## src/core_pkg.sv

```systemverilog
package core_pkg;

	// datapath and register index widths
	parameter int XLEN   = 32;
	parameter int REG_AW = 5;

	// pc after reset
	parameter logic [XLEN-1:0] RESET_PC = 32'h0000_0000;

	// major opcodes of the supported subset
	typedef enum logic [6:0] {
		OP_REG    = 7'b0110011,
		OP_IMM    = 7'b0010011,
		OP_LOAD   = 7'b0000011,
		OP_STORE  = 7'b0100011,
		OP_BRANCH = 7'b1100011,
		OP_SYSTEM = 7'b1110011
	} opcode_e;

	// alu functions
	// encoding loosely follows {funct7[5], funct3}
	typedef enum logic [3:0] {
		ALU_ADD = 4'b0000,
		ALU_SUB = 4'b1000,
		ALU_SLL = 4'b0001,
		ALU_SLT = 4'b0010,
		ALU_XOR = 4'b0100,
		ALU_SRL = 4'b0101,
		ALU_SRA = 4'b1101,
		ALU_OR  = 4'b0110,
		ALU_AND = 4'b0111
	} alu_op_e;

	// funct3 codes used by the alu decode
	parameter logic [2:0] F3_ADD = 3'b000;
	parameter logic [2:0] F3_SLL = 3'b001;
	parameter logic [2:0] F3_SLT = 3'b010;
	parameter logic [2:0] F3_XOR = 3'b100;
	parameter logic [2:0] F3_SR  = 3'b101;
	parameter logic [2:0] F3_OR  = 3'b110;
	parameter logic [2:0] F3_AND = 3'b111;

endpackage

```

## src/core_ifs.sv

```systemverilog


// register file read data and write-back port
interface rf_if;
	logic [core_pkg::XLEN-1:0]   rdata1;
	logic [core_pkg::XLEN-1:0]   rdata2;
	logic                        wr_en;
	logic [core_pkg::REG_AW-1:0] wr_addr;
	logic [core_pkg::XLEN-1:0]   wr_data;

	modport regs (output rdata1, rdata2, input wr_en, wr_addr, wr_data);
	modport exec (input rdata1, rdata2, output wr_en, wr_addr, wr_data);
endinterface

```

## src/reg_file.sv

```systemverilog
module reg_file (
	input  logic                        clk,
	input  logic                        rst_n,
	input  logic [core_pkg::REG_AW-1:0] rs1_i,
	input  logic [core_pkg::REG_AW-1:0] rs2_i,
	rf_if.regs                          rf
);

	localparam int NREGS = 2 ** core_pkg::REG_AW;

	logic [core_pkg::XLEN-1:0] regs [NREGS];

	// x0 reads as zero whatever the array holds
	assign rf.rdata1 = (rs1_i == '0) ? '0 : regs[rs1_i];
	assign rf.rdata2 = (rs2_i == '0) ? '0 : regs[rs2_i];

	always_ff @(posedge clk or negedge rst_n) begin
		if (!rst_n) begin
			for (int i = 0; i < NREGS; i++) begin
				regs[i] <= '0;
			end
		end else if (rf.wr_en && rf.wr_addr != '0) begin
			regs[rf.wr_addr] <= rf.wr_data;
		end
	end

endmodule

```

## src/flat_wrapper.sv

```systemverilog
// flat-port wrapper written by rule: the top's interface ports become plain ports
module reg_file_flat 
  (clk, rst_n, rs1_i, rs2_i, rf_rdata1, rf_rdata2, rf_wr_en, rf_wr_addr, rf_wr_data);
  rf_if rf_i ();
  input  logic clk;
  input  logic rst_n;
  input  logic [core_pkg::REG_AW-1:0] rs1_i;
  input  logic [core_pkg::REG_AW-1:0] rs2_i;
  output wire logic [$bits(rf_i.rdata1)-1:0] rf_rdata1;
  output wire logic [$bits(rf_i.rdata2)-1:0] rf_rdata2;
  input wire logic [$bits(rf_i.wr_en)-1:0] rf_wr_en;
  input wire logic [$bits(rf_i.wr_addr)-1:0] rf_wr_addr;
  input wire logic [$bits(rf_i.wr_data)-1:0] rf_wr_data;
  assign rf_rdata1 = rf_i.rdata1;
  assign rf_rdata2 = rf_i.rdata2;
  assign rf_i.wr_en = rf_wr_en;
  assign rf_i.wr_addr = rf_wr_addr;
  assign rf_i.wr_data = rf_wr_data;
  reg_file u_core (.clk(clk), .rst_n(rst_n), .rs1_i(rs1_i), .rs2_i(rs2_i), .rf(rf_i));
endmodule
```

## config.mk

```make
export PLATFORM = sky130hd
export DESIGN_NAME = reg_file_flat
export DESIGN_NICKNAME = d
export VERILOG_FILES = /design/src/core_pkg.sv /design/src/core_ifs.sv /design/src/reg_file.sv /design/src/flat_wrapper.sv
export SDC_FILE = /design/constraint.sdc
export NUM_CORES = 2
export LEC_CHECK = 0
export BUFFER_PORTS_ARGS = -buffer_cell sky130_fd_sc_hd__buf_4
export CAP_MARGIN = 20
export CORE_UTILIZATION = 40
export DETAILED_ROUTE_END_ITERATION = 6
export PLACE_DENSITY_LB_ADDON = 0.08
export SLEW_MARGIN = 40
export SYNTH_ARGS = -nofsm -noshare
export SYNTH_HDL_FRONTEND = slang
export SYNTH_SLANG_ARGS = --single-unit
```

## constraint.sdc

```tcl
create_clock -name clk -period 11.08 [get_ports clk]
set_input_delay 3.324 -clock clk [delete_from_list [all_inputs] [get_ports clk]]
set_output_delay 3.324 -clock clk [all_outputs]
set_load 0.01 [all_outputs]
```

==> impl_metrics.toml <==
[critical_path]
r2r_end = "u_core.regs[888]"
max_stage_delay_ns = 0.67
endpoint = "rf_rdata2[21]"
endpoint_kind = "output port"
path_buf_inv = 4
critPathLaunchType = "input pin"
rrSetupSlack_ns = 10.26
startpoint = "rs2_i[0]"
crit_path_top_delay_cell = "buf_4"
crit_arrival_ns = 6.21
critical_path.top_delay_family = "buffers and inverters"
worstPathMaxFanout = 47
rr_startpoint = "u_core.regs[888]"
rr_worst_depth = 1
cp.depth = 8
path_class = "in2out"
critPathRequiredTime_ns = 7.76
crit_chain = "buf_8, buf_16, buf_4, mux4_1, mux2_2, a221oi_1, a211oi_1, buf_4"
crit_path_frequent_cell = "buf_4"

[layout]
layoutNonFillerInstCount = 5572
drive_gt1_share_pct = 48.40
largest_register = "u_core.regs"
largest_reg_flops = 1024
largestRegisters = "u_core.regs (1024)"
areaGrowthSynthToFinish_pct = 12.51
final_nets = 3739

[clock_tree]
ctsResizeCount = 0
post_cts_buffers = 0
cts_tree = "built"
clkTransAtPathRegs_ns = 0.06
holdBufCountCts = 0
cts.path.max_buffers = 3
cts_buffers = 120
cts_sinks = 1024
cts-root-buf = "clkbuf_16"
htree_levels = 3
clk_latency_ns = 0.75

[synth]
synth_edf_count = 0
syn_nets = 3837
synthArstFlopShare_pct = 100.0
synth_seq_area_share_pct = 46.68
synth_top_area_share_pct = 46.68
synthTopCellsByArea = "dfrtp_1 47%, mux2_2 21%, mux4_2 12%"
synth_adder_area_share_pct = 0
synth_compound_area_share_pct = 5.151
synth_mux_area_share_pct = 42.27
avgSynthCellArea_um2 = 14.50
synth_xor_xnor_area_share_pct = 0
netlist-cell-type-count = 43
netlist_instances = 3787
synth-simple-area-share_pct = 2.088
synth_ff_type = "dfrtp_1"
syn_area_um2 = 54900
synth_top_family_by_area = "multiplexers"
ys_seq_elements = 1024
synth.largest_area_cell = "dfrtp_1"
synth-warning-count = 0

[route]
vias = 36202
drt_iter0_drc = 3036
firstDrtPassIters = 5
drc_errors = 0
avgViaCountPerCell = 6.497
wl_per_cell_um = 35.48
routed_wl_mm = 197.7
drt.antenna.violating_nets = 0

[grt]
grt_usage_pct = 28.56
grt_pass1_vias = 38216
grt_max_degree = 162
antenna_found_initial = 5
grt_pass1_wl_mm = 283.9
grt-ovfl-total = 0

[pwr]
cellPowerDensity_nw_per_um2 = 183.8
p_leak_nw = 26.88
peakVddDrop_v = 0.0001377
total_power_w = 0.01135

[timing]
min_period_over_period_pct = 86.02
finalSetupTns_ns = 0
maxSlewHeadroom_pct = 39.40
hold_viol_final = 0
drv_slew = 0
setup_viol = 0
tightestPinTransition_ns = 0.9090
skew_ns = 0
rsz0062_at_grt = "false"
fin_crit_ns = 9.531
fmax_mhz = 104.9

[flow_run]
maxCapViolCount = 0

[placed_design]
dp_hpwl_mm = 108.3
io_buffers = 113
place_inst = 5342
gp_congestion = 0.8034

[floorplan]
chipWidth_um = 372.5
core_area_um2 = 135800
fp.dieH_um = 372.5
std_cell_rows = 135
io_pins = 114
start_util_pct = 40.42
dieArea_um2 = 138700

[status]
status = "finished, final reports clean"

[hold_path]
hp-class = "reg2reg"
cells in the final DEF (no fill, tap or decap), types with 64 or more instances in the layout:
cell,synthesis,final
a22oi_1,64,64
mux4_2,304,304
mux2i_1,320,320
nand2_1,116,101
a211oi_1,64,64
dfrtp_1,1024,1024
o221ai_1,64,64
clkbuf_16,0,122
mux2_2,1047,1047
buf_4,69,160
cell usage after synthesis (4+ instances only):
| master | n |
|---|---|
| clkbuf_1 | 219 |
| buf_6 | 11 |
| mux2i_1 | 320 |
| nor2_1 | 15 |
| buf_2 | 87 |
| nor2_2 | 7 |
| dfrtp_1 | 1024 |
| a22oi_1 | 64 |
| a221oi_2 | 12 |
| o221ai_1 | 64 |
| mux2_2 | 1047 |
| buf_1 | 47 |
| a21oi_1 | 32 |
| nand3b_1 | 5 |
| o2111ai_1 | 18 |
| nor3b_1 | 4 |
| a221oi_1 | 34 |
| nand4_1 | 32 |
| nand2_1 | 116 |
| mux2_1 | 9 |
| buf_4 | 69 |
| a311oi_1 | 32 |
| o21ai_0 | 42 |
| nor2b_1 | 37 |
| a211oi_1 | 64 |
| o21ai_1 | 4 |
| mux4_1 | 48 |
| mux4_2 | 304 |
where the power goes:
group | switching (W) | internal [W]
clock network | 0.00166 | 0.00246
registers | 0.000547 | 0.00445
logic | 0.000952 | 0.00128
metrics by stage:
step	hold slack, ns	utilization (%)	setup WS (ns)	instance area, um2
after floorplan	0.4413	-	2.964	54900
after global placement	0.3778	42.06	1.509	57110
after detailed placement	0.3823	42.31	1.493	57460
after CTS	0.3973	45.34	1.495	61580
after global routing	0.4032	45.48	1.440	61760
final	0.3934	45.48	1.549	61770
cell families (layout without fill, tap and decap cells):
kind of cell    Yosys count  in the layout
compound gates          366            366
other cells               0              2
buf+inv                 437            439
mux                    1728           1728
flops                  1024           1024
simple gates            232            232
cell type report:
cell class	count	area, um2
Clock inverter	39	478.0
Timing Repair Buffer	215	2190
Sequential cell	1024	25620
Antenna cell	2	5.005
Tap cell	1781	2228
Multi-Input combinational cell	2326	27590
Fill cell	11929	74040
Clock buffer	183	3642
Inverter	2	10.01
worst min path at each step:
stage | startpoint | endpoint | slack, ns | depth (start not counted)
2_1_floorplan | u_core.regs[1001] | u_core.regs[1001] | 0.44 | 1
3_3_place_gp | u_core.regs[1019] | u_core.regs[1019] | 0.38 | 0
3_5_place_dp | u_core.regs[1008] | u_core.regs[1008] | 0.38 | 0
4_1_cts | u_core.regs[1008] | u_core.regs[1008] | 0.40 | 0
5_1_grt | u_core.regs[1008] | u_core.regs[1008] | 0.40 | 0
6_report | u_core.regs[1008] | u_core.regs[1008] | 0.39 | 0
metal layers:
| layer | global-route usage, % | up-vias | part of all wire (%) |
|---|---|---|---|
| li1 | - | 14472 | - |
| met1 | 40.62 | 20069 | 45 |
| met2 | 44.26 | 1347 | 46 |
| met3 | 5.133 | 312 | 6.3 |
| met4 | 8.917 | 2 | 2.8 |
| met5 | 0 | - | 0.0061 |
Power figures use the tool's default switching activity.
