==> src/core_pkg.sv <==
package core_pkg;

	// datapath and register index widths
	parameter int XLEN   = 32;
	parameter int REG_AW = 5;

	// pc after reset
	parameter logic [XLEN-1:0] RESET_PC = 32'h0000_0000;

	// major opcodes of the supported subset
	typedef enum logic [6:0] {
		OP_REG    = 7'b0110011,
		OP_IMM    = 7'b0010011,
		OP_LOAD   = 7'b0000011,
		OP_STORE  = 7'b0100011,
		OP_BRANCH = 7'b1100011,
		OP_SYSTEM = 7'b1110011
	} opcode_e;

	// alu functions
	// encoding loosely follows {funct7[5], funct3}
	typedef enum logic [3:0] {
		ALU_ADD = 4'b0000,
		ALU_SUB = 4'b1000,
		ALU_SLL = 4'b0001,
		ALU_SLT = 4'b0010,
		ALU_XOR = 4'b0100,
		ALU_SRL = 4'b0101,
		ALU_SRA = 4'b1101,
		ALU_OR  = 4'b0110,
		ALU_AND = 4'b0111
	} alu_op_e;

	// funct3 codes used by the alu decode
	parameter logic [2:0] F3_ADD = 3'b000;
	parameter logic [2:0] F3_SLL = 3'b001;
	parameter logic [2:0] F3_SLT = 3'b010;
	parameter logic [2:0] F3_XOR = 3'b100;
	parameter logic [2:0] F3_SR  = 3'b101;
	parameter logic [2:0] F3_OR  = 3'b110;
	parameter logic [2:0] F3_AND = 3'b111;

endpackage

==> src/core_ifs.sv <==
// decoded control bundle from decode to execute
interface ctrl_if;
	core_pkg::alu_op_e             alu_op;
	logic                          alu_src_imm;
	logic                          mem_we;
	logic                          mem_to_reg;
	logic                          reg_we;
	logic                          is_branch;
	logic                          is_halt;
	logic [core_pkg::XLEN-1:0]     imm;
	logic [core_pkg::REG_AW-1:0]   rd;

	modport master (output alu_op, alu_src_imm, mem_we, mem_to_reg, reg_we,
		is_branch, is_halt, imm, rd);
	modport slave (input alu_op, alu_src_imm, mem_we, mem_to_reg, reg_we,
		is_branch, is_halt, imm, rd);
endinterface


==> src/decode_unit.sv <==
module decode_unit (
	input  logic [core_pkg::XLEN-1:0] instr_i,
	input  logic                      valid_i,
	ctrl_if.master                    ctrl
);

	core_pkg::opcode_e opcode;
	logic [2:0]        funct3;
	logic              funct7_b5;
	logic [core_pkg::XLEN-1:0] imm_i;
	logic [core_pkg::XLEN-1:0] imm_s;
	logic [core_pkg::XLEN-1:0] imm_b;

	assign opcode    = core_pkg::opcode_e'(instr_i[6:0]);
	assign funct3    = instr_i[14:12];
	assign funct7_b5 = instr_i[30];

	// sign-extended immediates
	assign imm_i = {{20{instr_i[31]}}, instr_i[31:20]};
	assign imm_s = {{20{instr_i[31]}}, instr_i[31:25], instr_i[11:7]};
	assign imm_b = {{19{instr_i[31]}}, instr_i[31], instr_i[7], instr_i[30:25],
		instr_i[11:8], 1'b0};

	assign ctrl.rd = instr_i[11:7];

	// main control
	always_comb begin
		ctrl.alu_src_imm = 1'b0;
		ctrl.mem_we      = 1'b0;
		ctrl.mem_to_reg  = 1'b0;
		ctrl.reg_we      = 1'b0;
		ctrl.is_branch   = 1'b0;
		ctrl.is_halt     = 1'b0;
		ctrl.imm         = imm_i;
		if (valid_i) begin
			case (opcode)
				core_pkg::OP_REG: begin
					ctrl.reg_we = 1'b1;
				end
				core_pkg::OP_IMM: begin
					ctrl.reg_we      = 1'b1;
					ctrl.alu_src_imm = 1'b1;
				end
				core_pkg::OP_LOAD: begin
					ctrl.reg_we      = 1'b1;
					ctrl.mem_to_reg  = 1'b1;
					ctrl.alu_src_imm = 1'b1;
				end
				core_pkg::OP_STORE: begin
					ctrl.mem_we      = 1'b1;
					ctrl.alu_src_imm = 1'b1;
					ctrl.imm         = imm_s;
				end
				core_pkg::OP_BRANCH: begin
					ctrl.is_branch = 1'b1;
					ctrl.imm       = imm_b;
				end
				core_pkg::OP_SYSTEM: begin
					ctrl.is_halt = 1'b1;
				end
				// unknown opcodes fall through as no-ops
				default: ;
			endcase
		end
	end

	// alu control from funct3 and funct7[5]
	always_comb begin
		ctrl.alu_op = core_pkg::ALU_ADD;
		if (opcode == core_pkg::OP_REG || opcode == core_pkg::OP_IMM) begin
			case (funct3)
				// only register form has sub, addi keeps bit 30 as immediate
				core_pkg::F3_ADD: ctrl.alu_op = (opcode == core_pkg::OP_REG && funct7_b5) ?
					core_pkg::ALU_SUB : core_pkg::ALU_ADD;
				core_pkg::F3_SLL: ctrl.alu_op = core_pkg::ALU_SLL;
				core_pkg::F3_SLT: ctrl.alu_op = core_pkg::ALU_SLT;
				core_pkg::F3_XOR: ctrl.alu_op = core_pkg::ALU_XOR;
				core_pkg::F3_SR:  ctrl.alu_op = funct7_b5 ? core_pkg::ALU_SRA : core_pkg::ALU_SRL;
				core_pkg::F3_OR:  ctrl.alu_op = core_pkg::ALU_OR;
				core_pkg::F3_AND: ctrl.alu_op = core_pkg::ALU_AND;
				default:          ctrl.alu_op = core_pkg::ALU_ADD;
			endcase
		end
	end

endmodule

==> src/flat_wrapper.sv <==
// flat-port wrapper written by rule: the top's interface ports become plain ports
module decode_unit_flat 
  (instr_i, valid_i, ctrl_alu_op, ctrl_alu_src_imm, ctrl_mem_we, ctrl_mem_to_reg, ctrl_reg_we, ctrl_is_branch, ctrl_is_halt, ctrl_imm, ctrl_rd);
  ctrl_if ctrl_i ();
  input  logic [core_pkg::XLEN-1:0] instr_i;
  input  logic valid_i;
  output wire logic [$bits(ctrl_i.alu_op)-1:0] ctrl_alu_op;
  output wire logic [$bits(ctrl_i.alu_src_imm)-1:0] ctrl_alu_src_imm;
  output wire logic [$bits(ctrl_i.mem_we)-1:0] ctrl_mem_we;
  output wire logic [$bits(ctrl_i.mem_to_reg)-1:0] ctrl_mem_to_reg;
  output wire logic [$bits(ctrl_i.reg_we)-1:0] ctrl_reg_we;
  output wire logic [$bits(ctrl_i.is_branch)-1:0] ctrl_is_branch;
  output wire logic [$bits(ctrl_i.is_halt)-1:0] ctrl_is_halt;
  output wire logic [$bits(ctrl_i.imm)-1:0] ctrl_imm;
  output wire logic [$bits(ctrl_i.rd)-1:0] ctrl_rd;
  assign ctrl_alu_op = ctrl_i.alu_op;
  assign ctrl_alu_src_imm = ctrl_i.alu_src_imm;
  assign ctrl_mem_we = ctrl_i.mem_we;
  assign ctrl_mem_to_reg = ctrl_i.mem_to_reg;
  assign ctrl_reg_we = ctrl_i.reg_we;
  assign ctrl_is_branch = ctrl_i.is_branch;
  assign ctrl_is_halt = ctrl_i.is_halt;
  assign ctrl_imm = ctrl_i.imm;
  assign ctrl_rd = ctrl_i.rd;
  decode_unit u_core (.instr_i(instr_i), .valid_i(valid_i), .ctrl(ctrl_i));
endmodule
==> config.mk <==
export PLATFORM = sky130hd
export DESIGN_NAME = decode_unit_flat
export DESIGN_NICKNAME = d
export VERILOG_FILES = /design/src/core_pkg.sv /design/src/core_ifs.sv /design/src/decode_unit.sv /design/src/flat_wrapper.sv
export SDC_FILE = /design/constraint.sdc
export NUM_CORES = 1
export LEC_CHECK = 0
export ABC_AREA = 1
export BUFFER_PORTS_ARGS = -buffer_cell sky130_fd_sc_hd__clkbuf_2
export CAP_MARGIN = 5
export CORE_MARGIN = 3
export CORE_UTILIZATION = 33
export DETAILED_ROUTE_END_ITERATION = 8
export GPL_ROUTABILITY_DRIVEN = 0
export MAX_ROUTING_LAYER = met4
export PLACE_DENSITY_LB_ADDON = 0.25
export RECOVER_POWER = 100
export SLEW_MARGIN = 30
export SYNTH_ARGS = -nofsm -noshare
export SYNTH_HDL_FRONTEND = slang
export SYNTH_SLANG_ARGS = --single-unit
export TNS_END_PERCENT = 50
==> constraint.sdc <==
create_clock -name vclk -period 0.9
set_input_delay 0.045 -clock vclk [all_inputs]
set_output_delay 0.045 -clock vclk [all_outputs]
set_load 0.005 [all_outputs]
==> qor.txt <==
Critical path class -> input pin to output port
Wire per inst -> 9.09 microns
Synthesized area per cell -> 5.74 sq um
Tcrit/Tclk final -> 98.7%
Vias in the first global route -> 443
WP data required -> 0.85 ns
Core ar. -> 1400 sq um
Lkg Pwr -> 0.472 nW
Top-count cell post-synth -> buf_4
N_diodes -> 0
Most frequent cells after synthesis -> buf_4, nand2_1, inv_1
Mapped cell area -> 528 sq um
PD cells -> 352 nW/um^2
Hold WS -> 0.0900 ns
Final setup viols -> 0
Critical-path top delay cell -> nor2_8
Post-synth top area share -> 45.5%
Overall routing resource usage -> 10.1%
CP cell instances -> buf_8, nor2_4, nand2_4, nor2_8, nand2_2, nand2_2, nand2_1, buf_2
CP endpoint kind -> output port
Slew headroom -> 78.0%
Area growth syn-to-layout -> 26.8%
Die width -> 46 microns
Largest net degree at the start of global routing -> 22
Final hold violations -> 0
Worst-margin pin slew -> 0.330 ns
Distinct cells, synth -> 17
Hold Path Class -> input pin to output port
Crit-path max FO -> 8
Vias per inst -> 4.19
Detailed Route WL -> 1.29 mm
Most used cell, CP -> nand2_2
Max VDD drop -> 0.137 mV
Syn nets -> 125
Sequential share of the synthesized area -> 0%
Critical path's largest stage delay -> 0.18 ns
Via count -> 595
# hold bufs at CTS -> 0
Status -> complete, no violations
Clock buf count -> 0
Max Transition Viols Final -> 0
Row count -> 13
DRT antenna net count -> 0
Router iterations before antenna repair -> 3
Starting Density -> 37.7%
DIE HEIGHT -> 46 microns
Fmax -> 1.13 GHz
DRT iter0 DRCs -> 5
Yosys top cell by area -> buf_4
PortBufs -> 65
Gr ovfl total -> 0
Net count, final -> 162
MaxCap Viol Count -> 0
Initial antenna violation count -> 0
Top post-synthesis cells by area -> buf_4, nand2_1, inv_1, nor2_1, nand3_1
Synth Instances -> 92
Critical path arrival -> 0.84 ns
Seq_cells -> 0
First-pass GRT wire length -> 1.68 mm
Fin crit period -> 0.888 ns
DRC viols -> 0
Sequential cell area -> 0 sq um
Yosys warns -> 0
Critical path startpoint -> instr_i[2]
RSZ-0062 raised after global routing -> true
CP startpoint kind -> input pin
Die area -> 2120 sq um
Setup crit end -> ctrl_imm[11]
Final Core Density -> 47.9%
Layout cell share with drive strength beyond 1 -> 59.1%
Detailed Place HPWL -> 1.13 mm
I/O pin count -> 80
==> critical path: cells and delay by family <==
family,cells,cell delay [ns]
buffers and inverters,2,0.22
and+or+nand+nor,6,0.57
==> routing by layer <==
layer / GRT usage (%) / routed length (microns)
met1: 12.4 / 477
met2: 19.0 / 676
met3: 0 / 137
met4: 0.568 / 0
met5: - / 0
==> worst min path at each step <==
stage | from | to | depth (start not counted)
floorplan | instr_i[14] | ctrl_alu_op[2] | 2
global placement | instr_i[26] | ctrl_imm[6] | 0
detailed placement | instr_i[26] | ctrl_imm[6] | 0
CTS | instr_i[26] | ctrl_imm[6] | 0
global route | instr_i[28] | ctrl_imm[8] | 0
finish | instr_i[27] | ctrl_imm[7] | 0
==> metrics by stage <==
stage                     std cells  instance area [sq um]  worst slack [ns]  total power, mW  TNS (ns)
after floorplan                  92                    528             0.284            0.178         0
after global placement          140                    632            0.0275            0.222         0
after detailed placement        140                    632            0.0243            0.225         0
after CTS                       140                    632            0.0268            0.225         0
after global routing            142                    669           -0.0706            0.265    -0.296
final                           142                    669            0.0116            0.235         0
==> what timing repair did <==
action | CTS | global route
gates resized for setup | 0 | 14
endpoints found under the setup margin | 0 | 8
hold endpoints to repair | 0 | 0
setup buffers | 0 | 2
==> final cells by class <==
cell class                      count  area, sq um
Multi-Input combinational cell     47          249
Tap cell                           15         18.8
Inverter                           13         51.3
Fill cell                         154          729
Timing Repair Buffer               67          350
==> cells by family (layout without fill, tap and decap cells) <==
| group | after synthesis | in the layout | share of synthesized area, % |
|---|---|---|---|
| AO/OA/AOI/OAI | 2 | 2 | 1.89 |
| buffers and inverters | 45 | 80 | 54.7 |
| AND/OR/NAND/NOR | 45 | 45 | 43.4 |
==> power by group <==
group / switching, mW / total, mW / internal, mW / leakage [nW]
sequential: 0 / 0 / 0 / 0
clock: 0 / 0 / 0 / 0
combinational: 0.120 / 0.235 / 0.115 / 0.472
total: 0.120 / 0.235 / 0.115 / 0.472
==> cell usage in the layout, fill, tap and decap left out <==
| cell type | synthesis | final |
|---|---|---|
| buf_8 | 0 | 1 |
| a21oi_1 | 1 | 1 |
| nand3_2 | 1 | 1 |
| buf_4 | 32 | 2 |
| nand2_1 | 21 | 17 |
| nor2_2 | 1 | 1 |
| nand3_1 | 4 | 4 |
| buf_6 | 0 | 1 |
| buf_2 | 0 | 1 |
| nor4_1 | 3 | 3 |
| nand4_1 | 1 | 1 |
| nand2_4 | 1 | 1 |
| o21ai_0 | 1 | 1 |
| clkbuf_1 | 0 | 5 |
| clkbuf_2 | 0 | 57 |
| inv_4 | 0 | 1 |
| nand2_2 | 1 | 5 |
| inv_2 | 2 | 2 |
| nor2_4 | 1 | 1 |
| nor3_1 | 2 | 2 |
| nor2_1 | 8 | 8 |
| inv_1 | 11 | 10 |
| nor2_8 | 1 | 1 |
No activity file was read; power rests on OpenSTA's default activity.
