File: config.mk
export PLATFORM = sky130hd
export DESIGN_NAME = exec_unit_flat
export DESIGN_NICKNAME = d
export VERILOG_FILES = /design/src/core_pkg.sv /design/src/core_ifs.sv /design/src/exec_unit.sv /design/src/flat_wrapper.sv
export SDC_FILE = /design/constraint.sdc
export NUM_CORES = 2
export LEC_CHECK = 0
export BUFFER_PORTS_ARGS = -buffer_cell sky130_fd_sc_hd__buf_2
export CAP_MARGIN = 20
export CORE_MARGIN = 8
export CORE_UTILIZATION = 25
export CTS_BUF_LIST = sky130_fd_sc_hd__clkbuf_16
export DETAILED_ROUTE_END_ITERATION = 8
export GPL_TIMING_DRIVEN = 1
export PLACE_DENSITY = 0.5
export SETUP_SLACK_MARGIN = 0.5
export SLEW_MARGIN = 0
export SYNTH_ARGS = -nofsm -noshare
export SYNTH_HDL_FRONTEND = slang
export SYNTH_SLANG_ARGS = --single-unit
File: constraint.sdc
create_clock -name clk -period 7.55 [get_ports clk]
set_input_delay 1.1325 -clock clk [delete_from_list [all_inputs] [get_ports clk]]
set_output_delay 1.1325 -clock clk [all_outputs]
set_load 0.05 [all_outputs]
File: src/core_pkg.sv
package core_pkg;

	// datapath and register index widths
	parameter int XLEN   = 32;
	parameter int REG_AW = 5;

	// pc after reset
	parameter logic [XLEN-1:0] RESET_PC = 32'h0000_0000;

	// major opcodes of the supported subset
	typedef enum logic [6:0] {
		OP_REG    = 7'b0110011,
		OP_IMM    = 7'b0010011,
		OP_LOAD   = 7'b0000011,
		OP_STORE  = 7'b0100011,
		OP_BRANCH = 7'b1100011,
		OP_SYSTEM = 7'b1110011
	} opcode_e;

	// alu functions
	// encoding loosely follows {funct7[5], funct3}
	typedef enum logic [3:0] {
		ALU_ADD = 4'b0000,
		ALU_SUB = 4'b1000,
		ALU_SLL = 4'b0001,
		ALU_SLT = 4'b0010,
		ALU_XOR = 4'b0100,
		ALU_SRL = 4'b0101,
		ALU_SRA = 4'b1101,
		ALU_OR  = 4'b0110,
		ALU_AND = 4'b0111
	} alu_op_e;

	// funct3 codes used by the alu decode
	parameter logic [2:0] F3_ADD = 3'b000;
	parameter logic [2:0] F3_SLL = 3'b001;
	parameter logic [2:0] F3_SLT = 3'b010;
	parameter logic [2:0] F3_XOR = 3'b100;
	parameter logic [2:0] F3_SR  = 3'b101;
	parameter logic [2:0] F3_OR  = 3'b110;
	parameter logic [2:0] F3_AND = 3'b111;

endpackage

File: src/core_ifs.sv
// decoded control bundle from decode to execute
interface ctrl_if;
	core_pkg::alu_op_e             alu_op;
	logic                          alu_src_imm;
	logic                          mem_we;
	logic                          mem_to_reg;
	logic                          reg_we;
	logic                          is_branch;
	logic                          is_halt;
	logic [core_pkg::XLEN-1:0]     imm;
	logic [core_pkg::REG_AW-1:0]   rd;

	modport master (output alu_op, alu_src_imm, mem_we, mem_to_reg, reg_we,
		is_branch, is_halt, imm, rd);
	modport slave (input alu_op, alu_src_imm, mem_we, mem_to_reg, reg_we,
		is_branch, is_halt, imm, rd);
endinterface

// register file read data and write-back port
interface rf_if;
	logic [core_pkg::XLEN-1:0]   rdata1;
	logic [core_pkg::XLEN-1:0]   rdata2;
	logic                        wr_en;
	logic [core_pkg::REG_AW-1:0] wr_addr;
	logic [core_pkg::XLEN-1:0]   wr_data;

	modport regs (output rdata1, rdata2, input wr_en, wr_addr, wr_data);
	modport exec (input rdata1, rdata2, output wr_en, wr_addr, wr_data);
endinterface

File: src/exec_unit.sv
module exec_unit #(
	parameter int DMEM_WORDS = 64,
	localparam int DMEM_AW = $clog2(DMEM_WORDS)
) (
	input  logic                        clk,
	input  logic                        rst_n,
	ctrl_if.slave                       ctrl,
	rf_if.exec                          rf,
	input  logic [core_pkg::XLEN-1:0]   pc_i,
	input  logic                        valid_i,
	output logic                        redirect_o,
	output logic [core_pkg::XLEN-1:0]   redirect_pc_o,
	output logic                        halt_o,
	output logic                        retire_valid_o,
	output logic [core_pkg::XLEN-1:0]   retire_pc_o,
	output logic [core_pkg::REG_AW-1:0] retire_rd_o,
	output logic [core_pkg::XLEN-1:0]   retire_data_o
);

	logic [core_pkg::XLEN-1:0] opb;
	logic [4:0]                shamt;
	logic [core_pkg::XLEN-1:0] alu_res;
	logic [core_pkg::XLEN-1:0] dmem [DMEM_WORDS];
	logic [DMEM_AW-1:0]        dmem_idx;
	logic [core_pkg::XLEN-1:0] wb_data;
	logic                      wb_en;
	logic                      br_taken;
	logic                      halted_q;
	logic                      retire_valid_q;
	logic [core_pkg::XLEN-1:0] retire_pc_q;
	logic [core_pkg::REG_AW-1:0] retire_rd_q;
	logic [core_pkg::XLEN-1:0] retire_data_q;

	assign opb   = ctrl.alu_src_imm ? ctrl.imm : rf.rdata2;
	assign shamt = opb[4:0];

	always_comb begin
		alu_res = '0;
		case (ctrl.alu_op)
			core_pkg::ALU_ADD: alu_res = rf.rdata1 + opb;
			core_pkg::ALU_SUB: alu_res = rf.rdata1 - opb;
			core_pkg::ALU_AND: alu_res = rf.rdata1 & opb;
			core_pkg::ALU_OR:  alu_res = rf.rdata1 | opb;
			core_pkg::ALU_XOR: alu_res = rf.rdata1 ^ opb;
			core_pkg::ALU_SLT: alu_res[0] = $signed(rf.rdata1) < $signed(opb);
			core_pkg::ALU_SLL: alu_res = rf.rdata1 << shamt;
			core_pkg::ALU_SRL: alu_res = rf.rdata1 >> shamt;
			core_pkg::ALU_SRA: alu_res = $signed(rf.rdata1) >>> shamt;
			default:           alu_res = '0;
		endcase
	end

	// word index, wraps for a power-of-two depth
	assign dmem_idx = alu_res[DMEM_AW+1:2];

	always_ff @(posedge clk or negedge rst_n) begin
		if (!rst_n) begin
			for (int i = 0; i < DMEM_WORDS; i++) begin
				dmem[i] <= '0;
			end
		end else if (ctrl.mem_we) begin
			dmem[dmem_idx] <= rf.rdata2;
		end
	end

	assign wb_data = ctrl.mem_to_reg ? dmem[dmem_idx] : alu_res;
	assign wb_en   = ctrl.reg_we && ctrl.rd != '0;

	assign rf.wr_en   = ctrl.reg_we;
	assign rf.wr_addr = ctrl.rd;
	assign rf.wr_data = wb_data;

	// ecall also redirects to itself so the word behind it is squashed
	assign br_taken      = ctrl.is_branch && rf.rdata1 == rf.rdata2;
	assign redirect_o    = br_taken | ctrl.is_halt;
	assign redirect_pc_o = ctrl.is_halt ? pc_i : pc_i + ctrl.imm;

	always_ff @(posedge clk or negedge rst_n) begin
		if (!rst_n) begin
			retire_valid_q <= 1'b0;
			halted_q       <= 1'b0;
		end else begin
			retire_valid_q <= valid_i;
			halted_q       <= halted_q | ctrl.is_halt;
		end
	end

	// retire record, rd and data read zero when nothing is written
	always_ff @(posedge clk) begin
		if (valid_i) begin
			retire_pc_q   <= pc_i;
			retire_rd_q   <= wb_en ? ctrl.rd : '0;
			retire_data_q <= wb_en ? wb_data : '0;
		end
	end

	assign halt_o         = halted_q;
	assign retire_valid_o = retire_valid_q;
	assign retire_pc_o    = retire_pc_q;
	assign retire_rd_o    = retire_rd_q;
	assign retire_data_o  = retire_data_q;

endmodule

File: src/flat_wrapper.sv
// flat-port wrapper written by rule: the top's interface ports become plain ports
module exec_unit_flat 
#(
	parameter int DMEM_WORDS = 64,
	localparam int DMEM_AW = $clog2(DMEM_WORDS)
)
  (clk, rst_n, pc_i, valid_i, redirect_o, redirect_pc_o, halt_o, retire_valid_o, retire_pc_o, retire_rd_o, retire_data_o, ctrl_alu_op, ctrl_alu_src_imm, ctrl_mem_we, ctrl_mem_to_reg, ctrl_reg_we, ctrl_is_branch, ctrl_is_halt, ctrl_imm, ctrl_rd, rf_rdata1, rf_rdata2, rf_wr_en, rf_wr_addr, rf_wr_data);
  ctrl_if ctrl_i ();
  rf_if rf_i ();
  input  logic clk;
  input  logic rst_n;
  input  logic [core_pkg::XLEN-1:0] pc_i;
  input  logic valid_i;
  output logic redirect_o;
  output logic [core_pkg::XLEN-1:0] redirect_pc_o;
  output logic halt_o;
  output logic retire_valid_o;
  output logic [core_pkg::XLEN-1:0] retire_pc_o;
  output logic [core_pkg::REG_AW-1:0] retire_rd_o;
  output logic [core_pkg::XLEN-1:0] retire_data_o;
  input wire logic [$bits(ctrl_i.alu_op)-1:0] ctrl_alu_op;
  input wire logic [$bits(ctrl_i.alu_src_imm)-1:0] ctrl_alu_src_imm;
  input wire logic [$bits(ctrl_i.mem_we)-1:0] ctrl_mem_we;
  input wire logic [$bits(ctrl_i.mem_to_reg)-1:0] ctrl_mem_to_reg;
  input wire logic [$bits(ctrl_i.reg_we)-1:0] ctrl_reg_we;
  input wire logic [$bits(ctrl_i.is_branch)-1:0] ctrl_is_branch;
  input wire logic [$bits(ctrl_i.is_halt)-1:0] ctrl_is_halt;
  input wire logic [$bits(ctrl_i.imm)-1:0] ctrl_imm;
  input wire logic [$bits(ctrl_i.rd)-1:0] ctrl_rd;
  input wire logic [$bits(rf_i.rdata1)-1:0] rf_rdata1;
  input wire logic [$bits(rf_i.rdata2)-1:0] rf_rdata2;
  output wire logic [$bits(rf_i.wr_en)-1:0] rf_wr_en;
  output wire logic [$bits(rf_i.wr_addr)-1:0] rf_wr_addr;
  output wire logic [$bits(rf_i.wr_data)-1:0] rf_wr_data;
  assign ctrl_i.alu_op = ctrl_alu_op;
  assign ctrl_i.alu_src_imm = ctrl_alu_src_imm;
  assign ctrl_i.mem_we = ctrl_mem_we;
  assign ctrl_i.mem_to_reg = ctrl_mem_to_reg;
  assign ctrl_i.reg_we = ctrl_reg_we;
  assign ctrl_i.is_branch = ctrl_is_branch;
  assign ctrl_i.is_halt = ctrl_is_halt;
  assign ctrl_i.imm = ctrl_imm;
  assign ctrl_i.rd = ctrl_rd;
  assign rf_i.rdata1 = rf_rdata1;
  assign rf_i.rdata2 = rf_rdata2;
  assign rf_wr_en = rf_i.wr_en;
  assign rf_wr_addr = rf_i.wr_addr;
  assign rf_wr_data = rf_i.wr_data;
  exec_unit #(.DMEM_WORDS(DMEM_WORDS)) u_core (.clk(clk), .rst_n(rst_n), .ctrl(ctrl_i), .rf(rf_i), .pc_i(pc_i), .valid_i(valid_i), .redirect_o(redirect_o), .redirect_pc_o(redirect_pc_o), .halt_o(halt_o), .retire_valid_o(retire_valid_o), .retire_pc_o(retire_pc_o), .retire_rd_o(retire_rd_o), .retire_data_o(retire_data_o));
endmodule
==> summary.md <==
| Metric | Value |
|---|---|
| Clock buffer depth | `4` |
| GP Congestion | `just under 1` |
| Yosys cell types | `100` |
| Dpl ws | `-0.236 ns` |
| Worst EP arrival | `between 5 and 6 ns` |
| Clock skew | `0.0725 ns` |
| Fillers | `44700` |
| Cts bufs inserted | `230` |
| Critical path type | `in -> out` |
| Hold WC Path Type | `in -> async` |
| Vias in the first global route | `84700` |
| Worst-Margin Slew | `about 1.1 ns` |
| Synth area leader | `dfrtp_1` |
| # IOs | `between 200 and 300` |
| Share of cells above drive strength 1 | `0.367` |
| Drt first-iter violations | `around 10000` |
| Post-Synthesis Net Count | `between 10000 and 15000` |
| Fin. Hold Viols | `0` |
| Period minus WS final | `approximately 7.1 ns` |
| Slew headroom | `0.265` |
| Chip Height | `677 µm` |
| Routed Wire Length | `between 400 and 500 mm` |
| Setup ws final | `around 0.48 ns` |
| Core area | `around 430000 µm²` |
| Mapped cell area | `between 100000 and 150000 µm²` |
| Worst vdd ir | `between 0.2 and 0.25 mV` |
| Period utilization | `0.936` |
| Max-cap check violation count | `0` |
| GRT Total Usage | `0.200` |
| DRC Markers | `0` |
| Power Total | `about 37 mW` |
| Syn Area/Cell | `between 10 and 15 µm²` |
| Pwr per Cell Area | `between 200 and 300 nW/µm²` |
| Asr flop ratio synth | `0.967` |
| Sequential share of the synthesized area | `0.489` |
| Clock Latency Late Sink | `just over 0.9 ns` |
| Ys flop type | `dfrtp_1` |
| Clock sink count | `2119` |
| Top cell type's share of synthesized area | `0.470` |
| Number of synthesized flops with an enable pin | `69` |
| TritonCTS clock tree | `yes` |
| #FFs+latches synth | `roughly 2100` |
| Final setup fails | `0` |
| Setup TNS Final | `0 ns` |
| Die area | `~460000 µm²` |
| RSZ-0062 raised after global routing | `yes` |
| Initial Util | `0.251` |
| Worst-path clk slew | `roughly 0.06 ns` |
| Leak | `approximately 59 nW` |
| Row cnt | `242` |
| Final nets | `around 11000` |
| Worst Setup Start Kind | `input pin` |
| Hold_ws | `0.222 ns` |
| Top post-synthesis cells by count | `mux2_2 (2069), dfrtp_1 (2050), nand2_1 (1614)` |
| Ys Warns | `0` |
| Avg Vias per Cell | `about 5.3` |
| CTS HTree Levels | `4` |
| DR vias | `a little under 90000` |
| Total congestion overflow | `0` |
| Status | `completed` |
| Slew Viols, Final | `0` |
| Count leader, synth | `mux2_2` |
| Synth top area cells | `dfrtp_1 (47%), mux2_2 (21%), nand2_1 (5.6%), nand3_1 (3.8%), edfxtp_1 (1.9%)` |
| Worst setup EP type | `output pin` |
| Worst EP required | `6.42 ns` |
| Root Driver | `clkbuf_16` |
| Die X | `roughly 680 µm` |
| PortBufs | `approximately 290` |
| Fmax | `0.141 GHz` |
| Post-detailed-route wirelength per cell | `~29 µm` |
| Crit Path Max Fanout | `8` |
| Initial antenna violation count | `27` |
| Final Util | `0.304` |
| First-pass GRT wire length | `a little under 700 mm` |
| HPWL after detailed placement | `321 mm` |
| Largest net degree at the start of global routing | `between 100 and 150` |
| Pre-Repair DR Iteration Count | `6` |
| Synthesis-to-layout area growth | `21.1%` |
| Final ANT Viol Nets | `0` |
| Cells after Synth | `between 10000 and 15000` |
[critical path: stages]
cell      delay [ns]
buf_6           0.12
mux2i_4         0.21
inv_4           0.11
ha_4            0.15
inv_1           0.07
fa_2            0.36
buf_4           0.15
xor2_2          0.12
o221ai_2        0.13
a211o_1         0.36
o32ai_4         0.35
buf_12          0.19
buf_12          0.13
nor4_4          0.05
buf_12          0.16
a22oi_2         0.21
a31oi_1         0.11
or4_1           0.51
or4_4           0.65
buf_6           0.17
a22o_4          0.28
buf_8           0.17
[report_power, final]
part	total (mW)	internal (mW)	switching [mW]
Combinational	11.0	4.79	6.21
Sequential	15.2	13.9	1.28
Clock	11.0	6.07	4.92
Total	37.2	24.8	12.4
[routing by layer]
metal	track usage	wire, µm	vias up
met1	0.269	203000	45600
li1	-	-	36700
met5	0	56	-
met4	0.0837	24300	8
met2	0.317	216000	3791
met3	0.0360	36600	912
[cell type report]
| class | instances | area, µm² | area share |
|---|---|---|---|
| clock inverter | 178 | 1280 | 0.00973 |
| antenna | 7 | 17.5 | 0.000133 |
| sequential | 2119 | 53400 | 0.404 |
| clock buffer | 231 | 5780 | 0.0438 |
| multi-input combinational | 6826 | 52700 | 0.399 |
| tap | 5734 | 7170 | 0.0543 |
| timing repair buffer | 1215 | 11300 | 0.0854 |
| inverter | 120 | 455 | 0.00345 |
[final timing paths]
kind                                         from  slack, ns                       to  cells after the start
max in group asynchronous                   rst_n       5.31         u_core.dmem[348]                      3
worst max register to register  u_core.dmem[1893]       4.60  u_core.retire_data_o[5]                     10
worst max-delay path             ctrl_alu_src_imm       0.48           rf_wr_data[22]                     22
worst min-delay path                        rst_n       0.22         u_core.dmem[166]                      1
min in group clk                         pc_i[21]       0.44   u_core.retire_pc_o[21]                      1
worst min register to register      u_core.halt_o       0.47            u_core.halt_o                      1
[cells in the final DEF (no fill, tap or decap), types with 61 or more instances in the layout]
cell type / netlist / final
mux2_2: 2069 / 2069
dfrtp_1: 2050 / 2050
nand2_1: 1614 / 1603
nand3_1: 829 / 815
buf_4: 41 / 742
a21oi_1: 329 / 313
buf_2: 403 / 253
clkbuf_16: 0 / 234
o21ai_0: 191 / 187
mux2i_1: 191 / 178
inv_1: 115 / 173
buf_12: 0 / 172
nor2_1: 234 / 169
a22oi_1: 137 / 128
ha_1: 132 / 128
a31oi_1: 94 / 87
edfxtp_1: 69 / 69
a221oi_1: 77 / 68
nor2_4: 1 / 63
a211oi_1: 69 / 61
[registers in the layout (all words and copies together), names as in the netlist]
| name | flops |
|---|---|
| u_core.retire_data_o | 32 |
| u_core.retire_pc_o | 32 |
| u_core.retire_valid_o | 1 |
| u_core.dmem | 2048 |
| u_core.halt_o | 1 |
| u_core.retire_rd_o | 5 |
[metrics by stage]
step,cell area [µm²],instances
after global routing,132000,16400
final,132000,16400
after global placement,123000,15900
after floorplan,109000,10000
after CTS,131000,16400
after detailed placement,123000,15900
[kinds of logic (layout without fill, tap and decap cells)]
| logic type | count (synthesis) | after routing | share of synthesized area |
|---|---|---|---|
| buffers and inverters | 1060 | 1744 | 0.0432 |
| other | 0 | 7 | 0 |
| XOR/XNOR | 62 | 62 | 0.00498 |
| flip-flops | 2119 | 2119 | 0.489 |
| multiplexers | 2335 | 2335 | 0.245 |
| adder cells (fa/ha/maj) | 135 | 135 | 0.0157 |
| AND/OR/NAND/NOR | 2955 | 2955 | 0.118 |
| AO/OA/AOI/OAI | 1339 | 1339 | 0.0839 |
[timing repair]
item,4_1_cts,5_1_grt
resized for setup,131,84
buffers inserted,48,16
pin swaps,28,33
cloned,12,3
hold buffers,0,0
endpoints found under the setup margin,33,34
Power figures use the tool's default switching activity.
